File: config.mk
export PLATFORM = sky130hd
export DESIGN_NAME = readonly_cache
export DESIGN_NICKNAME = d
export VERILOG_FILES = /design/src/cache_pkg.sv /design/src/cache_lru.sv /design/src/cache_way.sv /design/src/readonly_cache.sv /design/src/readonly_cache_control.sv /design/src/readonly_cache_datapath.sv
export SDC_FILE = /design/constraint.sdc
export NUM_CORES = 2
export LEC_CHECK = 0
export ABC_AREA = 1
export BUFFER_PORTS_ARGS = -buffer_cell sky130_fd_sc_hd__clkbuf_2
export CORE_MARGIN = 2
export CORE_UTILIZATION = 47
export DETAILED_ROUTE_END_ITERATION = 7
export PLACE_DENSITY_LB_ADDON = 0.2
export SYNTH_ARGS = -nofsm -noshare
export SYNTH_HDL_FRONTEND = slang
export SYNTH_HIERARCHICAL = 1
export SYNTH_SLANG_ARGS = --single-unit
File: constraint.sdc
create_clock -name clk -period 12.3 [get_ports clk]
set_input_delay 1.23 -clock clk [delete_from_list [all_inputs] [get_ports clk]]
set_output_delay 1.23 -clock clk [all_outputs]
set_load 0.01 [all_outputs]
File: src/cache_pkg.sv
// Package with cache address, select and line widths and the controller state type

package cache_pkg;

    // CPU line address, one address per 128-bit line
    localparam int ADDR_WIDTH = 12;

    // Byte lanes across one line
    localparam int SEL_WIDTH = 16;

    // Line width is fixed, the datapath does not scale it
    localparam int LINE_WIDTH = 128;

    // Controller sequence for one CPU read
    typedef enum logic [1:0] {
        ST_IDLE,
        ST_CHECK,
        ST_FETCH,
        ST_RESPOND
    } ctrl_state_t;

endpackage : cache_pkg

File: src/cache_lru.sv
// Per-index recency tracking that yields the victim way for a fill
`timescale 1ns/10ps

module cache_lru #(
    parameter int NUM_LINES = 8,
    parameter int ASSOCIATIVITY = 2
) (
    input  logic clk,
    input  logic rst,
    input  logic [$clog2(ASSOCIATIVITY)-1:0] mru_in,
    input  logic [$clog2(NUM_LINES)-1:0] index_in,
    input  logic load_in,
    output logic [$clog2(ASSOCIATIVITY)-1:0] lru_out
);

    localparam int WAY_WIDTH = $clog2(ASSOCIATIVITY);

    if (ASSOCIATIVITY == 2) begin : g_two_way
        // One bit per index, the victim is simply the other way
        logic [NUM_LINES-1:0] mru;

        // Reset marks way 1 as recent so every index evicts way 0 first
        always_ff @(posedge clk) begin
            if (rst) begin
                mru <= '1;
            end else if (load_in) begin
                mru[index_in] <= mru_in[0];
            end
        end

        assign lru_out = ~mru[index_in];
    end else begin : g_multi_way
        // Age per way per index, 0 is the most recent
        logic [WAY_WIDTH-1:0] age [NUM_LINES][ASSOCIATIVITY];
        logic [WAY_WIDTH-1:0] mru_age;

        assign mru_age = age[index_in][mru_in];

        // Ways no older than the touched one move back by one
        always_ff @(posedge clk) begin
            if (rst) begin
                for (int i = 0; i < NUM_LINES; i++) begin
                    for (int w = 0; w < ASSOCIATIVITY; w++) begin
                        age[i][w] <= '0;
                    end
                end
            end else if (load_in) begin
                for (int w = 0; w < ASSOCIATIVITY; w++) begin
                    if (WAY_WIDTH'(w) == mru_in) begin
                        age[index_in][w] <= '0;
                    end else if (age[index_in][w] <= mru_age) begin
                        age[index_in][w] <= age[index_in][w] + 1'b1;
                    end
                end
            end
        end

        // Oldest way wins, strict compare keeps the lowest index on ties
        always_comb begin : victim_search
            logic [WAY_WIDTH-1:0] best;
            logic [WAY_WIDTH-1:0] best_age;
            best = '0;
            best_age = age[index_in][0];
            for (int w = 1; w < ASSOCIATIVITY; w++) begin
                if (age[index_in][w] > best_age) begin
                    best = WAY_WIDTH'(w);
                    best_age = age[index_in][w];
                end
            end
            lru_out = best;
        end
    end

endmodule : cache_lru

File: src/cache_way.sv
// Single cache way with data, tag and valid arrays, combinational read and hit compare
`timescale 1ns/10ps

module cache_way #(
    parameter int NUM_LINES = 8
) (
    input  logic clk,
    input  logic rst,

    // Fill control from the datapath
    input  logic load,
    input  logic [cache_pkg::ADDR_WIDTH-$clog2(NUM_LINES)-1:0] tag_in,
    input  logic [$clog2(NUM_LINES)-1:0] index_in,
    input  logic [cache_pkg::LINE_WIDTH-1:0] data_in,

    // Lookup results at index_in
    output logic [cache_pkg::LINE_WIDTH-1:0] data_out,
    output logic hit_out
);

    localparam int INDEX_WIDTH = $clog2(NUM_LINES);
    localparam int TAG_WIDTH = cache_pkg::ADDR_WIDTH - INDEX_WIDTH;

    logic [cache_pkg::LINE_WIDTH-1:0] data_mem [NUM_LINES];
    logic [TAG_WIDTH-1:0] tag_mem [NUM_LINES];
    logic [NUM_LINES-1:0] valid;

    // Valid bits start clear so nothing hits after reset
    always_ff @(posedge clk) begin
        if (rst) begin
            valid <= '0;
        end else if (load) begin
            valid[index_in] <= 1'b1;
        end
    end

    // Line payload and tag written together on a fill
    always_ff @(posedge clk) begin
        if (load) begin
            data_mem[index_in] <= data_in;
            tag_mem[index_in] <= tag_in;
        end
    end

    assign data_out = data_mem[index_in];

    // Hit needs a valid entry with a matching tag
    assign hit_out = valid[index_in] && (tag_mem[index_in] == tag_in);

endmodule : cache_way

File: src/readonly_cache.sv
// Read-only cache top level joining the controller and the datapath
`timescale 1ns/10ps

module readonly_cache #(
    parameter int NUM_LINES = 8,
    parameter int ASSOCIATIVITY = 2
) (
    input  logic clk,
    input  logic rst,

    // CPU side Wishbone slave
    input  logic cpu_cyc,
    input  logic cpu_stb,
    input  logic [cache_pkg::ADDR_WIDTH-1:0] cpu_adr,
    // Byte select is part of the bus, a read always returns the full line
    input  logic [cache_pkg::SEL_WIDTH-1:0] cpu_sel,
    output logic cpu_ack,
    output logic [cache_pkg::LINE_WIDTH-1:0] cpu_dat,

    // Memory side Wishbone master
    output logic mem_cyc,
    output logic mem_stb,
    output logic [cache_pkg::ADDR_WIDTH-1:0] mem_adr,
    output logic [cache_pkg::SEL_WIDTH-1:0] mem_sel,
    input  logic mem_ack,
    input  logic [cache_pkg::LINE_WIDTH-1:0] mem_dat
);

    logic [ASSOCIATIVITY-1:0] hit;
    logic [$clog2(ASSOCIATIVITY)-1:0] lru;
    logic [$clog2(ASSOCIATIVITY)-1:0] way_sel;
    logic load;
    logic load_lru;

    readonly_cache_control #(
        .ASSOCIATIVITY(ASSOCIATIVITY)
    ) _control (
        .clk(clk),
        .rst(rst),
        .cpu_cyc(cpu_cyc),
        .cpu_stb(cpu_stb),
        .cpu_ack(cpu_ack),
        .mem_cyc(mem_cyc),
        .mem_stb(mem_stb),
        .mem_ack(mem_ack),
        .hit(hit),
        .lru(lru),
        .way_sel(way_sel),
        .load(load),
        .load_lru(load_lru)
    );

    readonly_cache_datapath #(
        .NUM_LINES(NUM_LINES),
        .ASSOCIATIVITY(ASSOCIATIVITY)
    ) _datapath (
        .clk(clk),
        .rst(rst),
        .way_sel(way_sel),
        .load(load),
        .load_lru(load_lru),
        .cpu_adr(cpu_adr),
        .mem_dat(mem_dat),
        .hit(hit),
        .lru(lru),
        .cpu_dat(cpu_dat),
        .mem_adr(mem_adr),
        .mem_sel(mem_sel)
    );

endmodule : readonly_cache

File: src/readonly_cache_control.sv
// Cache controller FSM sequencing the CPU and memory Wishbone handshakes
`timescale 1ns/10ps

module readonly_cache_control #(
    parameter int ASSOCIATIVITY = 2
) (
    input  logic clk,
    input  logic rst,

    // CPU side Wishbone slave
    input  logic cpu_cyc,
    input  logic cpu_stb,
    output logic cpu_ack,

    // Memory side Wishbone master
    output logic mem_cyc,
    output logic mem_stb,
    input  logic mem_ack,

    // Datapath status and control
    input  logic [ASSOCIATIVITY-1:0] hit,
    input  logic [$clog2(ASSOCIATIVITY)-1:0] lru,
    output logic [$clog2(ASSOCIATIVITY)-1:0] way_sel,
    output logic load,
    output logic load_lru
);

    localparam int WAY_WIDTH = $clog2(ASSOCIATIVITY);

    cache_pkg::ctrl_state_t state;
    cache_pkg::ctrl_state_t state_next;

    logic [WAY_WIDTH-1:0] hit_way;
    logic [WAY_WIDTH-1:0] way_reg;

    // Hitting way as an index, at most one bit is set
    always_comb begin
        hit_way = '0;
        for (int w = 0; w < ASSOCIATIVITY; w++) begin
            if (hit[w]) begin
                hit_way = WAY_WIDTH'(w);
            end
        end
    end

    always_ff @(posedge clk) begin
        if (rst) begin
            state <= cache_pkg::ST_IDLE;
            way_reg <= '0;
        end else begin
            state <= state_next;
            // Keep the chosen way so the respond cycle reads the right line
            if (state == cache_pkg::ST_CHECK) begin
                way_reg <= (|hit) ? hit_way : lru;
            end
        end
    end

    always_comb begin
        state_next = state;
        way_sel = way_reg;
        load = 1'b0;
        load_lru = 1'b0;
        cpu_ack = 1'b0;
        mem_cyc = 1'b0;
        mem_stb = 1'b0;
        case (state)
            cache_pkg::ST_IDLE: begin
                if (cpu_cyc && cpu_stb) begin
                    state_next = cache_pkg::ST_CHECK;
                end
            end
            cache_pkg::ST_CHECK: begin
                way_sel = hit_way;
                if (|hit) begin
                    load_lru = 1'b1;
                    state_next = cache_pkg::ST_RESPOND;
                end else begin
                    state_next = cache_pkg::ST_FETCH;
                end
            end
            cache_pkg::ST_FETCH: begin
                // Hold the bus request until memory answers
                mem_cyc = 1'b1;
                mem_stb = 1'b1;
                if (mem_ack) begin
                    load = 1'b1;
                    load_lru = 1'b1;
                    state_next = cache_pkg::ST_RESPOND;
                end
            end
            cache_pkg::ST_RESPOND: begin
                cpu_ack = 1'b1;
                state_next = cache_pkg::ST_IDLE;
            end
            default: begin
                state_next = cache_pkg::ST_IDLE;
            end
        endcase
    end

endmodule : readonly_cache_control

File: src/readonly_cache_datapath.sv
// Cache datapath with address split, way array, load demux, output data mux and LRU
`timescale 1ns/10ps

module readonly_cache_datapath #(
    parameter int NUM_LINES = 8,
    parameter int ASSOCIATIVITY = 2
) (
    input  logic clk,
    input  logic rst,

    // From the controller
    input  logic [$clog2(ASSOCIATIVITY)-1:0] way_sel,
    input  logic load,
    input  logic load_lru,

    // CPU request and memory fill data
    input  logic [cache_pkg::ADDR_WIDTH-1:0] cpu_adr,
    input  logic [cache_pkg::LINE_WIDTH-1:0] mem_dat,

    // To the controller
    output logic [ASSOCIATIVITY-1:0] hit,
    output logic [$clog2(ASSOCIATIVITY)-1:0] lru,

    // Line back to the CPU, request out to memory
    output logic [cache_pkg::LINE_WIDTH-1:0] cpu_dat,
    output logic [cache_pkg::ADDR_WIDTH-1:0] mem_adr,
    output logic [cache_pkg::SEL_WIDTH-1:0] mem_sel
);

    localparam int INDEX_WIDTH = $clog2(NUM_LINES);
    localparam int TAG_WIDTH = cache_pkg::ADDR_WIDTH - INDEX_WIDTH;

    logic [TAG_WIDTH-1:0] tag;
    logic [INDEX_WIDTH-1:0] index;
    logic [ASSOCIATIVITY-1:0] way_load;
    logic [cache_pkg::LINE_WIDTH-1:0] way_data [ASSOCIATIVITY];

    // Address split, upper bits are the tag
    assign tag = cpu_adr[cache_pkg::ADDR_WIDTH-1:INDEX_WIDTH];
    assign index = cpu_adr[INDEX_WIDTH-1:0];

    // Fills always fetch whole lines at the CPU address
    assign mem_adr = cpu_adr;
    assign mem_sel = '1;

    // Only the selected way takes the fill
    always_comb begin
        way_load = '0;
        way_load[way_sel] = load;
    end

    for (genvar w = 0; w < ASSOCIATIVITY; w++) begin : g_way
        cache_way #(
            .NUM_LINES(NUM_LINES)
        ) _cache_way (
            .clk(clk),
            .rst(rst),
            .load(way_load[w]),
            .tag_in(tag),
            .index_in(index),
            .data_in(mem_dat),
            .data_out(way_data[w]),
            .hit_out(hit[w])
        );
    end

    // Selected way's line goes back to the CPU
    assign cpu_dat = way_data[way_sel];

    cache_lru #(
        .NUM_LINES(NUM_LINES),
        .ASSOCIATIVITY(ASSOCIATIVITY)
    ) _cache_lru (
        .clk(clk),
        .rst(rst),
        .mru_in(way_sel),
        .index_in(index),
        .load_in(load_lru),
        .lru_out(lru)
    );

endmodule : readonly_cache_datapath
# Word level (Yosys, flattened, before mapping)
# Memories as Yosys holds them, arrays and structs flattened.
# Cells that the tools add are included.
[word_totals]
mem_count = 4
ff_bits = 27
wordCells = 65
ramBits = 2192
[classes]
n_reduce_logical = 8
muxes = 31
eq_ne = 7
magnitude_cmp = 5
n_bitwise = 5
[memory_table]
columns = ["memory", "words", "width", "rd", "rd_ports_with_merged_regs", "wr", "line_no", "rtl"]
rows = [
  ["_datapath.g_way[0]._cache_way.data_mem", 8, 128, 1, 0, 1, "cache_way.sv:24", "logic [cache_pkg::LINE_WIDTH-1:0] data_mem [NUM_LINES];"],
  ["_datapath.g_way[1]._cache_way.data_mem", 8, 128, 1, 0, 1, "cache_way.sv:24", ""],
  ["_datapath.g_way[0]._cache_way.tag_mem", 8, 9, 1, 0, 1, "cache_way.sv:25", "logic [TAG_WIDTH-1:0] tag_mem [NUM_LINES];"],
  ["_datapath.g_way[1]._cache_way.tag_mem", 8, 9, 1, 0, 1, "cache_way.sv:25", ""],
]
[ops]
columns = ["cell", "n"]
rows = [
  ["$mux 128", 3],
  ["$eq 9x9->1", 2],
  ["$mux 1", 18],
  ["$or 8x8->8", 2],
  ["$bmux 1 s3", 3],
  ["$bwmux 8", 1],
  ["$pmux 2 s4", 1],
  ["$logic_and 1x1->1", 5],
  ["$eq 2x2->1 const B", 2],
  ["$lt 3x4->1 const B", 1],
  ["$mux 2", 2],
  ["$demux 1 s3", 1],
  ["$ge 3x1->1 const B", 1],
  ["$and 2x2->2", 1],
  ["$eq 2x1->1 const B", 1],
  ["$ge 2x2->1 const B", 1],
  ["$logic_not 2->1", 1],
  ["$lt 1x2->1 const B", 1],
  ["$ne 2x1->1 const B", 1],
  ["$ne 2x2->1 const B", 1],
  ["$not 1->2", 1],
  ["$pmux 1 s2", 1],
  ["$reduce_and 2->1", 1],
  ["$reduce_or 2->1", 1],
  ["other kinds (3)", 3],
]

# Logic depth before layout (Yosys ltp)
[logic_depth]
depth_word = 12
mapped_depth = 26
ltp_nobuf = 22

# Hierarchy
# The synthesis kept the hierarchy.
[modules_own_cells]
columns = ["module", "cells_per_inst", "seq_area_each_um2", "area_each_um2", "n_inst"]
rows = [
  ["cache_way", 2828, 33071.7, 41379.7, 2],
  ["readonly_cache_datapath", 447, 0.0, 1920.6, 1],
  ["cache_lru", 70, 160.2, 447.9, 1],
  ["readonly_cache_control", 37, 60.1, 290.3, 1],
]

# Worst setup path after synthesis
# OpenSTA, ideal clock, no wires.
[synth_timing]
kind = "input port to flip-flop"
from = "input cpu_adr[1] in the netlist's numbering"
to = "memory _datapath/g_way[1]._cache_way/data_mem[0][0] in the netlist's numbering, enable pin"
setup_slack_ps = 2842
arrival_time_ps = 8822
path_stages = 22
t_required_ps = 11663
setup_time_ps = 637
cell_sequence = "buf_6 -> inv_2 -> nand2_4 -> nor2_1 -> nand2_1 -> nand3_1 -> nor2_1 -> nor2_1 -> nand2_1 -> nor2_1 -> nand2_1 -> nor2_1 -> inv_1 -> a21oi_1 -> buf_4 -> buf_2 -> nand2_1 -> inv_1 -> inv_1 -> nor2_1 -> inv_1 -> nor2_1"
[synth_between]
elab_chain_len = 12
elab_cells_between_ends = 15
cone_classes = "order compare (2); eq/ne (1); mux (8); bitwise (1); reduce/logical (2); memory (1)"
[synth_rtl]
columns = ["item", "line_no", "rtl"]
rows = [
  ["start: declaration", "readonly_cache.sv:14", "input logic [cache_pkg::ADDR_WIDTH-1:0] cpu_adr,"],
  ["$mem_v2 8x9 / $bmux 1 s3 (equally long branches)", "-", ""],
  ["$eq 9x9->1 / $mux 1 (equally long branches)", "cache_way.sv:48", "assign hit_out = valid[index_in] && (tag_mem[index_in] == tag_in);"],
  ["$logic_and 1x1->1 (*)", "cache_way.sv:48", ""],
  ["net hit[1]", "readonly_cache.sv:29", "logic [ASSOCIATIVITY-1:0] hit;"],
  ["$mux 1 (*)", "readonly_cache_control.sv:40", "if (hit[w]) begin"],
  ["$mux 1 (*)", "readonly_cache_control.sv:67", "case (state)"],
  ["net way_sel", "readonly_cache.sv:31", "logic [$clog2(ASSOCIATIVITY)-1:0] way_sel;"],
  ["$lt 1x2->1 (implied by the code) / $ge 1x1->1 (equally long branches)", "readonly_cache_datapath.sv:49", "way_load[way_sel] = load;"],
  ["$logic_and 1x1->1 (implied by the code)", "readonly_cache_datapath.sv:49", ""],
  ["$mux 1 (implied by the code)", "readonly_cache_datapath.sv:49", ""],
  ["$demux 1 s1 (*)", "-", ""],
  ["$and 2x2->2 (no line) (*)", "-", ""],
  ["net _datapath.way_load[1]", "readonly_cache_datapath.sv:35", "logic [ASSOCIATIVITY-1:0] way_load;"],
  ["$mux 1 (*)", "cache_way.sv:39", "if (load) begin"],
  ["$mux 1 (implied by the code) (*)", "cache_way.sv:40", "data_mem[index_in] <= data_in;"],
  ["end: declaration", "cache_way.sv:24", ""],
]
# Mark *: on every way through the listed nets, which the timed path passes. The rest lies on a longest branch. The select of a mux whose other input is x is not followed.

# Worst setup path after layout
[layout_timing]
from = "input cpu_adr[1] in the netlist's numbering"
to = "output cpu_dat[102] in the netlist's numbering"
[layout_between]
elab_chain_len = 9
elab_cells_between_ends = 13
cone_classes = "eq/ne (1); mux (7); bitwise (1); reduce/logical (1); memory (3)"
[layout_rtl]
columns = ["item", "line_no", "rtl"]
rows = [
  ["$mem_v2 8x9 / $bmux 1 s3 (equally long branches)", "-", ""],
  ["$eq 9x9->1 / $mux 1 (equally long branches)", "cache_way.sv:48", ""],
  ["$logic_and 1x1->1 (*)", "cache_way.sv:48", ""],
  ["net hit[1]", "readonly_cache.sv:29", ""],
  ["$mux 1 (*)", "readonly_cache_control.sv:40", ""],
  ["$mux 1 (*)", "readonly_cache_control.sv:67", ""],
  ["net way_sel", "readonly_cache.sv:31", ""],
  ["$not 1->2 (implied by the code) (*)", "readonly_cache_datapath.sv:68", "assign cpu_dat = way_data[way_sel];"],
  ["$mux 128 (implied by the code) (*) (3 in series)", "readonly_cache_datapath.sv:68", ""],
  ["end: declaration", "readonly_cache.sv:18", "output logic [cache_pkg::LINE_WIDTH-1:0] cpu_dat,"],
]
# Marks and branches as above.

==> impl_results.md <==
- Run status: finished, final reports clean
- Placed Cells: approximately 8600
- CTS Buf Count: 219
- Routed length on met2: 108000 µm
- Maximum vdd drop: 0.000140 V
- First-pass GRT wire length: ~330000 µm
- ANT nets after route: 0
- Reg2reg path depth: 19
- RSZ-0062 raised after global routing: no
- Die H: 430 µm
- Async SR Flop Fraction: 0
- GP Congestion: between 0.7 and 0.8
- DR iter-0 viols: around 5300
- Clock sink count: 2219
- Setup WS post-layout: between 3 and 4 ns
- Layout Skew: 0.0529 ns
- Final Max Tran Viols: 0
- MaxCap Viol Count: 0
- Vias in the first global route: 49600
- Overall power: 16.9 mW
- Final Hold Fails: 0
- Crit path max fanout: 66
- Worst slew pin tran: ~1.3 ns
- TritonCTS clock tree: done
- Clk buf depth: 3
- Most frequent cells in the layout: edfxtp_1, nand2_1, nor2_1
- P&R area growth vs syn: 12.0%
- Seq/Total Area, Yosys: 0.777
- Fmax: 116 MHz
- Seq cells post-synth: 2219
- Initial core utilization: 0.473
- Setup TNS: 0 ns
- Worst Path Class, Setup: primary input to output pin
- DR top layer: met5
- Gr ovfl total: 0
- Met3 routed WL: 14900 µm
- Slowest CP cell: buf_4
- Leak pwr: around 32 nW
- Reg area: 66400 µm²
- Most used cell, CP: nand2_1
- # Post-CTS Setup Buffers: 0
- Worst Setup Start Kind: primary input
- Relative slew slack: 0.134
- Syn Inst Count: 6210
- Htree depth: 4
- Synth Flop Type: edfxtp_1
- Worst Setup SP: cpu_adr[1]
- Hold slack: 0.461 ns
- Slowest stage delay, CP: 0.85 ns
- Pwr Density: 177 nW/µm²
- Hpwl dp: between 100000 and 150000 µm
- # rows: roughly 160
- Min Tclk post-route: 8.63 ns
- Area of the multi-input gates: 16500 µm²
- Syn avg cell area: 13.8 µm²
- Initial antenna violation count: 26
- Buf/Inv on CP: 10
- Via count: 51400
- Hold Path Origin: _datapath/_cache_lru/g_two_way.mru[1]
- Delay-heaviest family, CP: buffers and inverters
- RR Startpoint: _datapath/g_way[1]._cache_way/tag_mem[4][5]
- FILL cells: between 10000 and 15000
- First-pass DRT Iterations: 6
- WHS Endpoint: _datapath/_cache_lru/g_two_way.mru[1]
- Core area: 181000 µm²
- Largest net degree at the start of global routing: 169
- Most common cell after layout, fill and taps aside: edfxtp_1
- Overall Global Routing Usage: 0.241
- Largest registers: _datapath/g_way._cache_way/data_mem: 2048 flops, _datapath/g_way._cache_way/tag_mem: 144 flops, _datapath/g_way._cache_way/valid: 16 flops
- Share of layout cells above drive strength 1: 0.112
- Synthesis Warnings: 6
- Drt drc: 0
- Period utilization: 0.702
- CP Capture Type: output pin
- Hold Buf Count CTS: 0
- Vias per cell: 5.71
- Root buf cell: clkbuf_16
- Cell Chain, Critical Path: clkbuf_2 -> buf_4 -> inv_2 -> nor2_4 -> buf_4 -> nand3_1 -> nand2_1 -> nor2_1 -> nand2_1 -> nand2_1 -> clkinv_1 -> nand2_1 -> nor2_1 -> nand2_1 -> nor2_1 -> inv_1 -> a21oi_4 -> buf_4 -> inv_6 -> buf_4 -> nand2_1 -> nand2_1 -> clkbuf_2
- Post-synth EDFFs: 2192
- Final instance area: 95600 µm²
- # IOs: 320
- Pre-CTS setup slack: 3.66 ns
- WP data required: 11.07 ns
- Post-Syn Area: 85400 µm²
- M1 wire length: 96800 µm
- Type of the most critical hold path: flip-flop to flip-flop
- Finished Core Util: 0.529
- Max reg flops: 2048
- # setup viols final: 0
- Post_cts resized: 0
- I/O Buffers: 287
- Routed WL per cell: 25.2 µm
- Worst EP arrival: 7.40 ns
- DIE AREA: 185000 µm²
- Reg-to-Reg End: _datapath/g_way[1]._cache_way/data_mem[7][22]
- Fin cells: 8994
- Clk_lat worst skew: just under 0.9 ns
- Post-layout nets: 6600
- Die Wd: 430 µm
- Hold depth: 2
- Final wirelength: 226000 µm
- Count of cell types in the netlist: 42
- Clock-pin slew on the worst setup and hold paths: around 0.060 ns
- Reg-to-reg slack, setup: 6.51 ns
- DP Area: 88700 µm²
- Largest register by flop count: _datapath/g_way._cache_way/data_mem
logic make-up (layout without fill, tap and decap cells):
family,count (synthesis),after routing,share of synthesized area
compound gates,1578,1578,0.104
xor+xnor,2,2,0.000205
simple gates,1881,1881,0.0855
flops,2219,2219,0.777
buf+inv,522,913,0.0318
fa+ha+maj,7,7,0.00103
other cells,1,24,0.0000439
cell usage after synthesis (2+ instances only):
master / instances / area [µm²]
nand3_1: 71 / 355
nor2_4: 7 / 78.8
o21ai_1: 173 / 866
a211o_1: 18 / 158
nor2_1: 886 / 3330
a21oi_1: 242 / 1210
inv_4: 3 / 18.8
o211ai_1: 128 / 961
clkinv_1: 3 / 11.3
o22ai_1: 144 / 901
o211ai_2: 2 / 25.0
buf_4: 50 / 375
nand3b_1: 4 / 30.0
edfxtp_1: 2192 / 65800
nand4_1: 2 / 12.5
xnor2_1: 2 / 17.5
clkbuf_1: 128 / 480
inv_1: 116 / 435
a211oi_1: 2 / 15.0
clkinv_2: 3 / 15.0
buf_1: 10 / 37.5
nand2_1: 898 / 3370
ha_1: 7 / 87.6
inv_2: 8 / 30.0
dfxtp_1: 27 / 541
buf_2: 152 / 761
nor2_8: 2 / 40.0
buf_6: 48 / 541
o21ai_0: 751 / 3760
o21bai_1: 4 / 30.0
nand2_2: 3 / 18.8
o221ai_1: 110 / 963
nor3_1: 2 / 10.0
nand2_4: 4 / 45.0
routing by layer:
layer | track usage | vias up
met4 | 0.0774 | 20
met2 | 0.399 | 1829
li1 | - | 23200
met5 | 0 | -
met1 | 0.329 | 26000
met3 | 0.0379 | 361
how the worst max path moves through the flow:
stage	slack [ns]	endpoint	cells after the start
3_5_place_dp	3.66	_datapath/g_way[1]._cache_way/data_mem[7][23]	23
5_1_grt	3.49	cpu_dat[102]	23
3_3_place_gp	3.63	_datapath/g_way[1]._cache_way/data_mem[7][18]	23
2_1_floorplan	2.84	_datapath/g_way[1]._cache_way/data_mem[0][0]	22
6_report	3.67	cpu_dat[102]	23
4_1_cts	3.69	cpu_dat[102]	23
worst register-to-register path: cells and delay by family, from the launching register on:
family | cells | cell delay (ns)
AO/OA/AOI/OAI | 1 | 0.74
buffers and inverters | 5 | 1.69
flip-flops | 1 | 0.36
AND/OR/NAND/NOR | 13 | 2.55
final cells by class:
| type | count | share of cell area |
|---|---|---|
| clock inverter | 147 | 0.0130 |
| sequential | 2219 | 0.694 |
| inverter | 133 | 0.00560 |
| antenna | 8 | 0.000209 |
| multi-input combinational | 3484 | 0.173 |
| tap | 2370 | 0.0310 |
| timing repair buffer | 375 | 0.0236 |
| clock buffer | 258 | 0.0597 |
power breakdown:
group | switching [mW] | leakage [nW] | internal, mW | total (mW)
sequential | 0.0235 | 19.9 | 8.43 | 8.45
combinational | 1.44 | 8.20 | 0.459 | 1.90
clock | 2.86 | 3.42 | 3.68 | 6.54
No activity file was read; power rests on OpenSTA's default activity.
